**src/hdl/la_defs.svh**
```systemverilog
`ifndef LA_DEFS_SVH
`define LA_DEFS_SVH

// Register port
`define LA_ADDR_WIDTH        8
`define LA_DATA_WIDTH        8
`define LA_BYTECNT_WIDTH     2    // Byte index into multibyte fields

// Capture sizing
`define LA_DEPTH_WIDTH       16
`define LA_DOWNSAMPLE_WIDTH  16
`define LA_PROBES            9
`define LA_WORD_WIDTH        (2 * `LA_PROBES)   // Two samples per probe

// Trigger and arm synchronizer depth
`define LA_SYNC_STAGES       2

// Probe 0 is the LSB, alternating from a one
`define LA_DEFAULT_PATTERN   9'b1_0101_0101

// Register map
`define LA_CAPTURE_GROUP     8'h00
`define LA_ENABLED           8'h01   // Enable bit, status on read
`define LA_TRIGGER_SOURCE    8'h02
`define LA_CAPTURE_DEPTH     8'h03   // Two bytes
`define LA_MANUAL_CAPTURE    8'h04
`define LA_DOWNSAMPLE        8'h05   // Two bytes
`define LA_ARM               8'h06   // Cleared by hardware at capture start

`endif

```
**src/hdl/la_pkg.sv**
```systemverilog
`default_nettype none

package la_pkg;

   // Values 4 to 7 fall through to the default pattern
   typedef enum logic [2:0] {
      group_io     = 3'd0,
      group_userio = 3'd1,
      group_debug  = 3'd2,
      group_trace  = 3'd3
   } probe_group_t;

   // Upper two bits of the trigger source register
   typedef enum logic [1:0] {
      trig_none   = 2'd0,
      trig_io     = 2'd1,
      trig_userio = 2'd2,
      trig_debug  = 2'd3
   } trigger_kind_t;

   typedef enum logic {
      st_idle      = 1'b0,
      st_capturing = 1'b1
   } capture_state_t;

endpackage

`default_nettype wire

```
**src/hdl/la_regs.sv**
```systemverilog
`default_nettype none
`include "la_defs.svh"

module la_regs (
   input  logic                             observer_clk,
   input  logic                             reset,
   input  logic [`LA_ADDR_WIDTH-1:0]        reg_address,
   input  logic [`LA_BYTECNT_WIDTH-1:0]     reg_bytecnt,
   input  logic [`LA_DATA_WIDTH-1:0]        reg_datai,
   input  logic                             reg_write,
   input  logic                             reg_read,
   input  logic                             capturing,
   input  logic                             capture_go,
   output logic [`LA_DATA_WIDTH-1:0]        reg_datao,
   output la_pkg::trigger_kind_t            trigger_kind,
   output logic                             trigger_invert,
   output logic [2:0]                       trigger_index,
   output logic                             manual_capture,
   output la_pkg::probe_group_t             capture_group,
   output logic [`LA_DEPTH_WIDTH-1:0]       capture_depth,
   output logic [`LA_DOWNSAMPLE_WIDTH-1:0]  downsample,
   output logic                             arm
);
   import la_pkg::*;

   logic reg_enabled;

   // Byte 0 is the low byte, other indices read as zero
   function automatic logic [`LA_DATA_WIDTH-1:0] get_byte(input logic [15:0] value,
                                                          input logic [1:0] idx);
      case (idx)
         2'd0:    get_byte = value[7:0];
         2'd1:    get_byte = value[15:8];
         default: get_byte = '0;
      endcase
   endfunction

   function automatic logic [15:0] set_byte(input logic [15:0] value,
                                            input logic [1:0] idx,
                                            input logic [7:0] data);
      set_byte = value;
      case (idx)
         2'd0:    set_byte[7:0] = data;
         2'd1:    set_byte[15:8] = data;
         default: ;   // Out of range byte is ignored
      endcase
   endfunction

   always_ff @(posedge observer_clk) begin
      if (reset) begin
         trigger_kind   <= trig_none;
         trigger_invert <= 1'b0;
         trigger_index  <= 3'd0;
         manual_capture <= 1'b0;
         capture_group  <= group_io;
         capture_depth  <= '0;
         downsample     <= '0;
         reg_enabled    <= 1'b0;
         arm            <= 1'b0;
      end else begin
         if (reg_write) begin
            case (reg_address)
               `LA_CAPTURE_GROUP: capture_group <= probe_group_t'(reg_datai[2:0]);
               `LA_ENABLED:       reg_enabled <= reg_datai[0];
               `LA_TRIGGER_SOURCE: begin
                  trigger_kind   <= trigger_kind_t'(reg_datai[5:4]);
                  trigger_invert <= reg_datai[3];
                  trigger_index  <= reg_datai[2:0];
               end
               `LA_CAPTURE_DEPTH:  capture_depth <= set_byte(capture_depth, reg_bytecnt, reg_datai);
               `LA_MANUAL_CAPTURE: manual_capture <= reg_datai[0];
               `LA_DOWNSAMPLE:     downsample <= set_byte(downsample, reg_bytecnt, reg_datai);
               default: ;
            endcase
         end

         // A write in the same cycle wins over the auto-clear
         if (reg_write && (reg_address == `LA_ARM))
            arm <= reg_datai[0];
         else if (capture_go)
            arm <= 1'b0;
      end
   end

   always_comb begin
      reg_datao = '0;
      if (reg_read) begin
         case (reg_address)
            `LA_CAPTURE_GROUP:  reg_datao = {5'b0, capture_group};
            `LA_ENABLED:        reg_datao = {6'b0, capturing, reg_enabled};
            `LA_TRIGGER_SOURCE: reg_datao = {2'b0, trigger_kind, trigger_invert, trigger_index};
            `LA_CAPTURE_DEPTH:  reg_datao = get_byte(capture_depth, reg_bytecnt);
            `LA_MANUAL_CAPTURE: reg_datao = {7'b0, manual_capture};
            `LA_DOWNSAMPLE:     reg_datao = get_byte(downsample, reg_bytecnt);
            `LA_ARM:            reg_datao = {7'b0, arm};
            default:            reg_datao = '0;
         endcase
      end
   end

endmodule

`default_nettype wire

```
**src/hdl/la_trigger_select.sv**
```systemverilog
`default_nettype none
`include "la_defs.svh"

module la_trigger_select (
   input  la_pkg::trigger_kind_t     trigger_kind,
   input  logic                      trigger_invert,
   input  logic [2:0]                trigger_index,
   input  logic                      manual_capture,
   input  logic [`LA_PROBES-1:0]     io_probes,
   input  logic [`LA_PROBES-1:0]     userio_probes,
   input  logic [`LA_PROBES-1:0]     debug_probes,
   output logic                      trigger_level
);
   import la_pkg::*;

   logic picked;

   // Only the low probes of each group can trigger
   always_comb begin
      picked = 1'b0;
      case (trigger_kind)
         trig_none: begin
            picked = 1'b0;
         end
         trig_io: begin
            picked = io_probes[trigger_index[1:0]];      // io 0 to 3
         end
         trig_userio: begin
            picked = userio_probes[trigger_index];       // userio 0 to 7
         end
         trig_debug: begin
            picked = debug_probes[trigger_index[0]];     // debug 0 or 1
         end
      endcase
   end

   // Invert applies to the probe but not to manual capture
   assign trigger_level = (picked ^ trigger_invert) | manual_capture;

endmodule

`default_nettype wire

```
**src/hdl/la_decimator.sv**
```systemverilog
`default_nettype none
`include "la_defs.svh"

module la_decimator (
   input  logic                             observer_clk,
   input  logic                             reset,
   input  logic                             capture_go,
   input  logic [`LA_DOWNSAMPLE_WIDTH-1:0]  downsample,
   output logic                             tick
);

   logic [`LA_DOWNSAMPLE_WIDTH-1:0] count;

   // One tick every downsample+1 cycles, phase locked to capture start
   always_ff @(posedge observer_clk) begin
      if (reset || capture_go) begin
         count <= '0;
         tick  <= 1'b0;
      end else if (count == downsample) begin
         count <= '0;
         tick  <= 1'b1;
      end else begin
         count <= count + 1'b1;
         tick  <= 1'b0;
      end
   end

endmodule

`default_nettype wire

```
**src/hdl/la_probe_sampler.sv**
```systemverilog
`default_nettype none
`include "la_defs.svh"

module la_probe_sampler (
   input  logic                        observer_clk,
   input  logic                        reset,
   input  la_pkg::probe_group_t        capture_group,
   input  logic                        sample_en,
   input  logic [`LA_PROBES-1:0]       io_probes,
   input  logic [`LA_PROBES-1:0]       userio_probes,
   input  logic [`LA_PROBES-1:0]       debug_probes,
   input  logic [`LA_PROBES-1:0]       trace_probes,
   output logic [`LA_WORD_WIDTH-1:0]   fifo_wr_data
);
   import la_pkg::*;

   logic [`LA_PROBES-1:0] group_sel;   // Registered group mux
   logic [`LA_PROBES-1:0] hist_new;
   logic [`LA_PROBES-1:0] hist_old;

   // Selected group is registered every cycle regardless of capture
   always_ff @(posedge observer_clk) begin
      case (capture_group)
         group_io: begin
            group_sel <= io_probes;
         end
         group_userio: begin
            group_sel <= userio_probes;
         end
         group_debug: begin
            group_sel <= debug_probes;
         end
         group_trace: begin
            group_sel <= trace_probes;
         end
         default: begin
            group_sel <= `LA_DEFAULT_PATTERN;
         end
      endcase
   end

   // Two-deep history per probe
   always_ff @(posedge observer_clk) begin
      if (reset) begin
         hist_new <= '0;
         hist_old <= '0;
      end else if (sample_en) begin
         hist_old <= hist_new;
         hist_new <= group_sel;
      end
   end

   // Interleave so each probe owns an adjacent bit pair, older sample on top
   always_comb begin
      for (int k = 0; k < `LA_PROBES; k++) begin
         fifo_wr_data[2*k+1] = hist_old[k];
         fifo_wr_data[2*k]   = hist_new[k];
      end
   end

endmodule

`default_nettype wire

```
**src/hdl/la_capture_ctrl.sv**
```systemverilog
`default_nettype none
`include "la_defs.svh"

module la_capture_ctrl (
   input  logic                         observer_clk,
   input  logic                         reset,
   input  logic                         trigger_level,
   input  logic                         arm,
   input  logic                         tick,
   input  logic [`LA_DEPTH_WIDTH-1:0]   capture_depth,
   output logic                         capture_go,
   output logic                         capturing,
   output logic                         sample_en,
   output logic                         fifo_wr
);
   import la_pkg::*;

   localparam int TRIG_BIT = 0;
   localparam int ARM_BIT  = 1;

   // Trigger and arm share one synchronizer and edge detector
   logic [`LA_SYNC_STAGES-1:0][1:0] sync_pipe;
   logic [1:0]                      sync_r;
   logic [1:0]                      sync_r2;
   logic [1:0]                      rise;

   logic                            armed;
   capture_state_t                  state;
   logic [`LA_DEPTH_WIDTH-1:0]      sample_count;
   logic [`LA_DEPTH_WIDTH-1:0]      depth_last;
   logic                            write_phase;   // High after odd samples

   always_ff @(posedge observer_clk) begin
      if (reset) begin
         sync_pipe <= '0;
         sync_r    <= '0;
         sync_r2   <= '0;
      end else begin
         sync_pipe <= {sync_pipe[`LA_SYNC_STAGES-2:0], {arm, trigger_level}};
         sync_r    <= sync_pipe[`LA_SYNC_STAGES-1];
         sync_r2   <= sync_r;
      end
   end

   assign rise       = sync_r & ~sync_r2;
   assign capturing  = (state == st_capturing);
   assign capture_go = rise[TRIG_BIT] & armed & ~capturing;
   assign sample_en  = capturing & tick;
   assign depth_last = capture_depth - 1'b1;

   // Armed drops as soon as a capture is running
   always_ff @(posedge observer_clk) begin
      if (reset)
         armed <= 1'b0;
      else if (capturing)
         armed <= 1'b0;
      else if (rise[ARM_BIT])
         armed <= 1'b1;
   end

   always_ff @(posedge observer_clk) begin
      if (reset) begin
         state        <= st_idle;
         sample_count <= '0;
         write_phase  <= 1'b0;
         fifo_wr      <= 1'b0;
      end else if (capture_go) begin
         state        <= st_capturing;
         sample_count <= '0;
         write_phase  <= 1'b0;
         fifo_wr      <= 1'b0;
      end else if (sample_en) begin
         write_phase  <= ~write_phase;
         fifo_wr      <= write_phase;   // Every second sample completes a word
         sample_count <= sample_count + 1'b1;
         if (sample_count == depth_last)
            state <= st_idle;
      end else begin
         fifo_wr <= 1'b0;
      end
   end

endmodule

`default_nettype wire

```
**src/hdl/logic_analyzer.sv**
```systemverilog
`default_nettype none
`include "la_defs.svh"

module logic_analyzer (
   input  logic                          observer_clk,
   input  logic                          reset,
   input  logic [`LA_ADDR_WIDTH-1:0]     reg_address,
   input  logic [`LA_BYTECNT_WIDTH-1:0]  reg_bytecnt,
   input  logic [`LA_DATA_WIDTH-1:0]     reg_datai,
   input  logic                          reg_write,
   input  logic                          reg_read,
   input  logic [`LA_PROBES-1:0]         io_probes,
   input  logic [`LA_PROBES-1:0]         userio_probes,
   input  logic [`LA_PROBES-1:0]         debug_probes,
   input  logic [`LA_PROBES-1:0]         trace_probes,
   output logic [`LA_DATA_WIDTH-1:0]     reg_datao,
   output logic                          fifo_wr,
   output logic [`LA_WORD_WIDTH-1:0]     fifo_wr_data
);
   import la_pkg::*;

   // Configuration from the register file
   trigger_kind_t                    trigger_kind;
   logic                             trigger_invert;
   logic [2:0]                       trigger_index;
   logic                             manual_capture;
   probe_group_t                     capture_group;
   logic [`LA_DEPTH_WIDTH-1:0]       capture_depth;
   logic [`LA_DOWNSAMPLE_WIDTH-1:0]  downsample;
   logic                             arm;

   // Control and datapath
   logic trigger_level;
   logic capture_go;
   logic capturing;
   logic sample_en;
   logic tick;

   la_regs u_regs (
      .observer_clk   (observer_clk),
      .reset          (reset),
      .reg_address    (reg_address),
      .reg_bytecnt    (reg_bytecnt),
      .reg_datai      (reg_datai),
      .reg_write      (reg_write),
      .reg_read       (reg_read),
      .capturing      (capturing),
      .capture_go     (capture_go),
      .reg_datao      (reg_datao),
      .trigger_kind   (trigger_kind),
      .trigger_invert (trigger_invert),
      .trigger_index  (trigger_index),
      .manual_capture (manual_capture),
      .capture_group  (capture_group),
      .capture_depth  (capture_depth),
      .downsample     (downsample),
      .arm            (arm)
   );

   la_trigger_select u_trigger_select (
      .trigger_kind   (trigger_kind),
      .trigger_invert (trigger_invert),
      .trigger_index  (trigger_index),
      .manual_capture (manual_capture),
      .io_probes      (io_probes),
      .userio_probes  (userio_probes),
      .debug_probes   (debug_probes),
      .trigger_level  (trigger_level)
   );

   la_capture_ctrl u_capture_ctrl (
      .observer_clk   (observer_clk),
      .reset          (reset),
      .trigger_level  (trigger_level),
      .arm            (arm),
      .tick           (tick),
      .capture_depth  (capture_depth),
      .capture_go     (capture_go),
      .capturing      (capturing),
      .sample_en      (sample_en),
      .fifo_wr        (fifo_wr)
   );

   la_decimator u_decimator (
      .observer_clk   (observer_clk),
      .reset          (reset),
      .capture_go     (capture_go),
      .downsample     (downsample),
      .tick           (tick)
   );

   la_probe_sampler u_probe_sampler (
      .observer_clk   (observer_clk),
      .reset          (reset),
      .capture_group  (capture_group),
      .sample_en      (sample_en),
      .io_probes      (io_probes),
      .userio_probes  (userio_probes),
      .debug_probes   (debug_probes),
      .trace_probes   (trace_probes),
      .fifo_wr_data   (fifo_wr_data)
   );

endmodule

`default_nettype wire

```
**config.mk**
```make
export PLATFORM = sky130hd
export DESIGN_NAME = logic_analyzer
export DESIGN_NICKNAME = d
export VERILOG_FILES = /design/src/hdl/la_pkg.sv /design/src/hdl/la_regs.sv /design/src/hdl/la_trigger_select.sv /design/src/hdl/la_decimator.sv /design/src/hdl/la_probe_sampler.sv /design/src/hdl/la_capture_ctrl.sv /design/src/hdl/logic_analyzer.sv
export VERILOG_INCLUDE_DIRS = /design/src /design/src/hdl
export SDC_FILE = /design/constraint.sdc
export NUM_CORES = 1
export LEC_CHECK = 0
export ABC_CLOCK_PERIOD_IN_PS = 2600
export BUFFER_PORTS_ARGS = -buffer_cell sky130_fd_sc_hd__buf_2
export CAP_MARGIN = 0
export CORE_ASPECT_RATIO = 1.25
export CORE_UTILIZATION = 53
export DETAILED_ROUTE_END_ITERATION = 16
export PLACE_DENSITY_LB_ADDON = 0.2
export SLEW_MARGIN = 10
export SYNTH_ARGS = -nofsm -noshare
export SYNTH_HDL_FRONTEND = slang
export SYNTH_SLANG_ARGS = --single-unit
```
**constraint.sdc**
```tcl
create_clock -name observer_clk -period 2.6 [get_ports observer_clk]
set_input_delay 0 -clock observer_clk [delete_from_list [all_inputs] [get_ports observer_clk]]
set_output_delay 0 -clock observer_clk [all_outputs]
set_load 0.005 [all_outputs]
```
==> results.py <==
metrics = {
    "min_path": {
        "hold-path-endpoint": "u_probe_sampler.group_sel[4]",
        "hold_path_class": "in -> reg",
        "hold_start": "io_probes[4]",
        "whs_path_depth": 3,
    },
    "critical_path": {
        "path_max_fanout": 11,
        "cp-end-kind": "flip-flop",
        "crit_path_start_kind": "flip-flop",
        "ff2ff_setup_slack_ns": 0.36,
        "path_class": "reg -> reg",
        "crit_family": "flip-flops",
        "path_depth": 3,
        "cpPeakStageDelay_ns": 0.70,
        "slowest_stage": "dfxtp_1",
        "r2r_cells": 3,
        "worstReg2RegEnd": "u_probe_sampler.group_sel[6]",
        "arrival_ns": 2.54,
        "r2r-start": "u_regs.capture_group[0]",
        "crit_buf_inv": 1,
        "crit_chain": "mux4_2 -> dlygate4sd3_1 -> or2_2",
        "required_ns": 2.90,
    },
    "timing": {
        "slew_headroom": 0.4972,
        "final_hold_viol_count": 0,
        "setup_violations": 0,
        "worst_pin_slew_ns": 0.7542,
        "setup_tns_ns": 0,
        "layout_min_cycle_time_ns": 2.241,
        "fmax_mhz": 446.1,
        "maxSlewViolCount": 0,
        "rsz0062_at_grt": "false",
        "period_share": 0.8621,
        "fin_hold_ws_ns": 0.01209,
        "skew_ns": 0.008566,
    },
    "placement": {
        "io_buffers": 84,
        "post-dp-hpwl_microns": 9648,
        "dp_cells": 832,
        "gp_congestion": 0.8857,
    },
    "clock_network": {
        "clock-sinks": 116,
        "tritoncts": "built",
        "cts_resized": 0,
        "cts_buffers": 17,
        "insertion_delay_ns": 0.41,
        "cts_htree_levels": 4,
        "postCtsSetupBuffers": 0,
        "clk_pin_slew_worst_paths_ns": 0.05,
        "ctsHoldBuffers": 17,
        "clk_path_buf_depth": 2,
        "clockRootBuffer": "clkbuf_16",
    },
    "logic_synthesis": {
        "synth_compound_area_frac": 0.09512,
        "synth-edff-count": 0,
        "synth_xor_area_frac": 0.1029,
        "ys_warn_count": 0,
        "synthArstFlopShare": 0,
        "synth-simple-area-share": 0.2257,
        "synth_fa_ha_area_frac": 0.006683,
        "synthMuxAreaShare": 0.1270,
        "synth.net_count": 706,
        "syn_area_sq_um": 5617,
        "synth.distinct_cells": 54,
        "synth_seq_cells": 116,
        "yosys_most_used_dff": "dfxtp_1",
        "synth_top_family_by_area": "simple AND/OR/NAND/NOR gates",
        "synth_area_per_cell_sq_um": 8.708,
        "syn_inst": 645,
        "yosysSeqAreaShare": 0.4135,
    },
    "pwr": {
        "power_density_nw_per_um2": 623.7,
        "vdd_ir_drop_max_uv": 419.5,
        "p_leak_nw": 2.836,
    },
    "global_routing": {
        "grt_pass1_wl_microns": 22490,
        "grt_pass1_vias": 4679,
        "overflow": 0,
        "grt_antenna_before_repair": 0,
        "grt_usage": 0.2660,
        "grt_max_degree": 74,
    },
    "route": {
        "drt_wl_total_microns": 13780,
        "drc": 0,
        "viasPerCell": 5.554,
        "drtIter0Drc": 394,
        "antenna_left": 0,
        "dr_total_vias": 4893,
        "drt_first_pass_iters": 5,
        "wl_per_cell_microns": 15.64,
    },
    "job": {
        "maxCapViolations": 0,
    },
    "die": {
        "io_pins": 85,
        "initial_core_util": 0.5502,
        "rows": 41,
        "die_x_microns": 94.08,
        "core_area_sq_um": 10210,
        "die_area_sq_um": 11020,
        "die_y_microns": 117.1,
    },
    "layout": {
        "multi_input_area_sq_um": 3131,
        "regArea_sq_um": 2322,
        "drive_gt1_frac": 0.2008,
        "area_growth_pct": 22.92,
        "final_cell_count_no_fill": 881,
        "post-route-util": 0.6763,
        "n_fill_cell": 823,
        "diodes": 0,
        "mostFrequentLayoutCells": "dfxtp_1 (116), nand2_1 (86), nor2_1 (85), buf_2 (84), a21oi_1 (55)",
        "final_common_cell": "dfxtp_1",
        "final_net_count": 800,
    },
    "status": {
        "status": "finished, final reports clean",
    },
}
==> layer usage <==
layer,routed length (microns),vias up,part of all wire,global-route usage
met3,606,32,0.044,0.05685
met2,6813,134,0.49,0.4384
li1,-,2403,-,-
met1,6027,2324,0.44,0.3373
met5,0,-,0,0
met4,328,0,0.024,0.1138
==> power breakdown <==
group	internal, W	total (W)	switching [W]
clock	0.00153	0.00235	0.000819
combinational	0.0000808	0.000169	0.0000881
sequential	0.00179	0.00179	0.00000389
total	0.00339	0.00431	0.000911
==> synthesized netlist by cell type (12+ instances only) <==
library cell / number / area, sq um
xor2_1: 42 / 367.9
xnor2_1: 24 / 210.2
dfxtp_1: 116 / 2322
nor2b_1: 15 / 93.84
clkbuf_1: 31 / 116.4
mux2i_1: 42 / 420.4
nand3_1: 24 / 120.1
o21ai_0: 21 / 105.1
nand2_1: 86 / 322.8
a21oi_1: 55 / 275.3
nor2_1: 85 / 319.1
mux4_2: 12 / 270.3
==> area by class of cell <==
cell class / instances / area share
clock buffers: 19 / 0.06415
clock inverters: 13 / 0.02302
inverters: 4 / 0.002175
multi-input cells: 488 / 0.4534
flip-flops and latches: 116 / 0.3364
well taps: 129 / 0.02338
repair buffers: 112 / 0.09750
==> state kept, by name (all words and copies together), names as in the netlist, 3 cells and up <==
| signal | cells |
|---|---|
| u_decimator.count | 16 |
| u_regs.downsample | 16 |
| u_regs.trigger_index | 3 |
| u_capture_ctrl.sync_pipe | 4 |
| u_probe_sampler.hist_old | 9 |
| u_regs.capture_group | 3 |
| u_regs.capture_depth | 16 |
| u_probe_sampler.hist_new | 9 |
| u_capture_ctrl.sample_count | 16 |
| u_probe_sampler.group_sel | 9 |
==> cell families after synthesis <==
logic type / after synthesis
buffers and inverters: 41
and+or+nand+nor: 267
DFF: 116
adders and majority gates: 3
xor gates and xnor gates: 66
AOI/OAI and AO/OA: 96
muxes: 56
==> worst reg2reg max path: stages, from the launching register on <==
cell and delay (ns):
dfxtp_1 0.70, mux4_2 0.59, dlygate4sd3_1 0.57, or2_2 0.27
==> per-stage QoR <==
step | worst slack [ns] | total power [W] | area, sq um
final | 0.3586 | 0.004306 | 6904
after global routing | 0.2029 | 0.004434 | 6904
after CTS | 0.3290 | 0.004333 | 6904
after detailed placement | 0.2339 | 0.001975 | 6132
after global placement | 0.3152 | 0.001974 | 6132
after floorplan | 0.5135 | 0.001901 | 5617
==> worst max-delay path by stage <==
stage | start | to | slack [ns]
floorplan | u_regs.capture_depth[6] | u_capture_ctrl.capturing | 0.51
global route | u_regs.capture_depth[2] | u_capture_ctrl.capturing | 0.20
global placement | reg_address[3] | u_regs.capture_depth[7] | 0.32
detailed placement | reg_address[3] | u_regs.capture_depth[5] | 0.23
finish | u_regs.capture_group[0] | u_probe_sampler.group_sel[6] | 0.36
CTS | u_regs.capture_group[0] | u_probe_sampler.group_sel[6] | 0.33
Note: power is estimated with default switching activity, not from simulation.
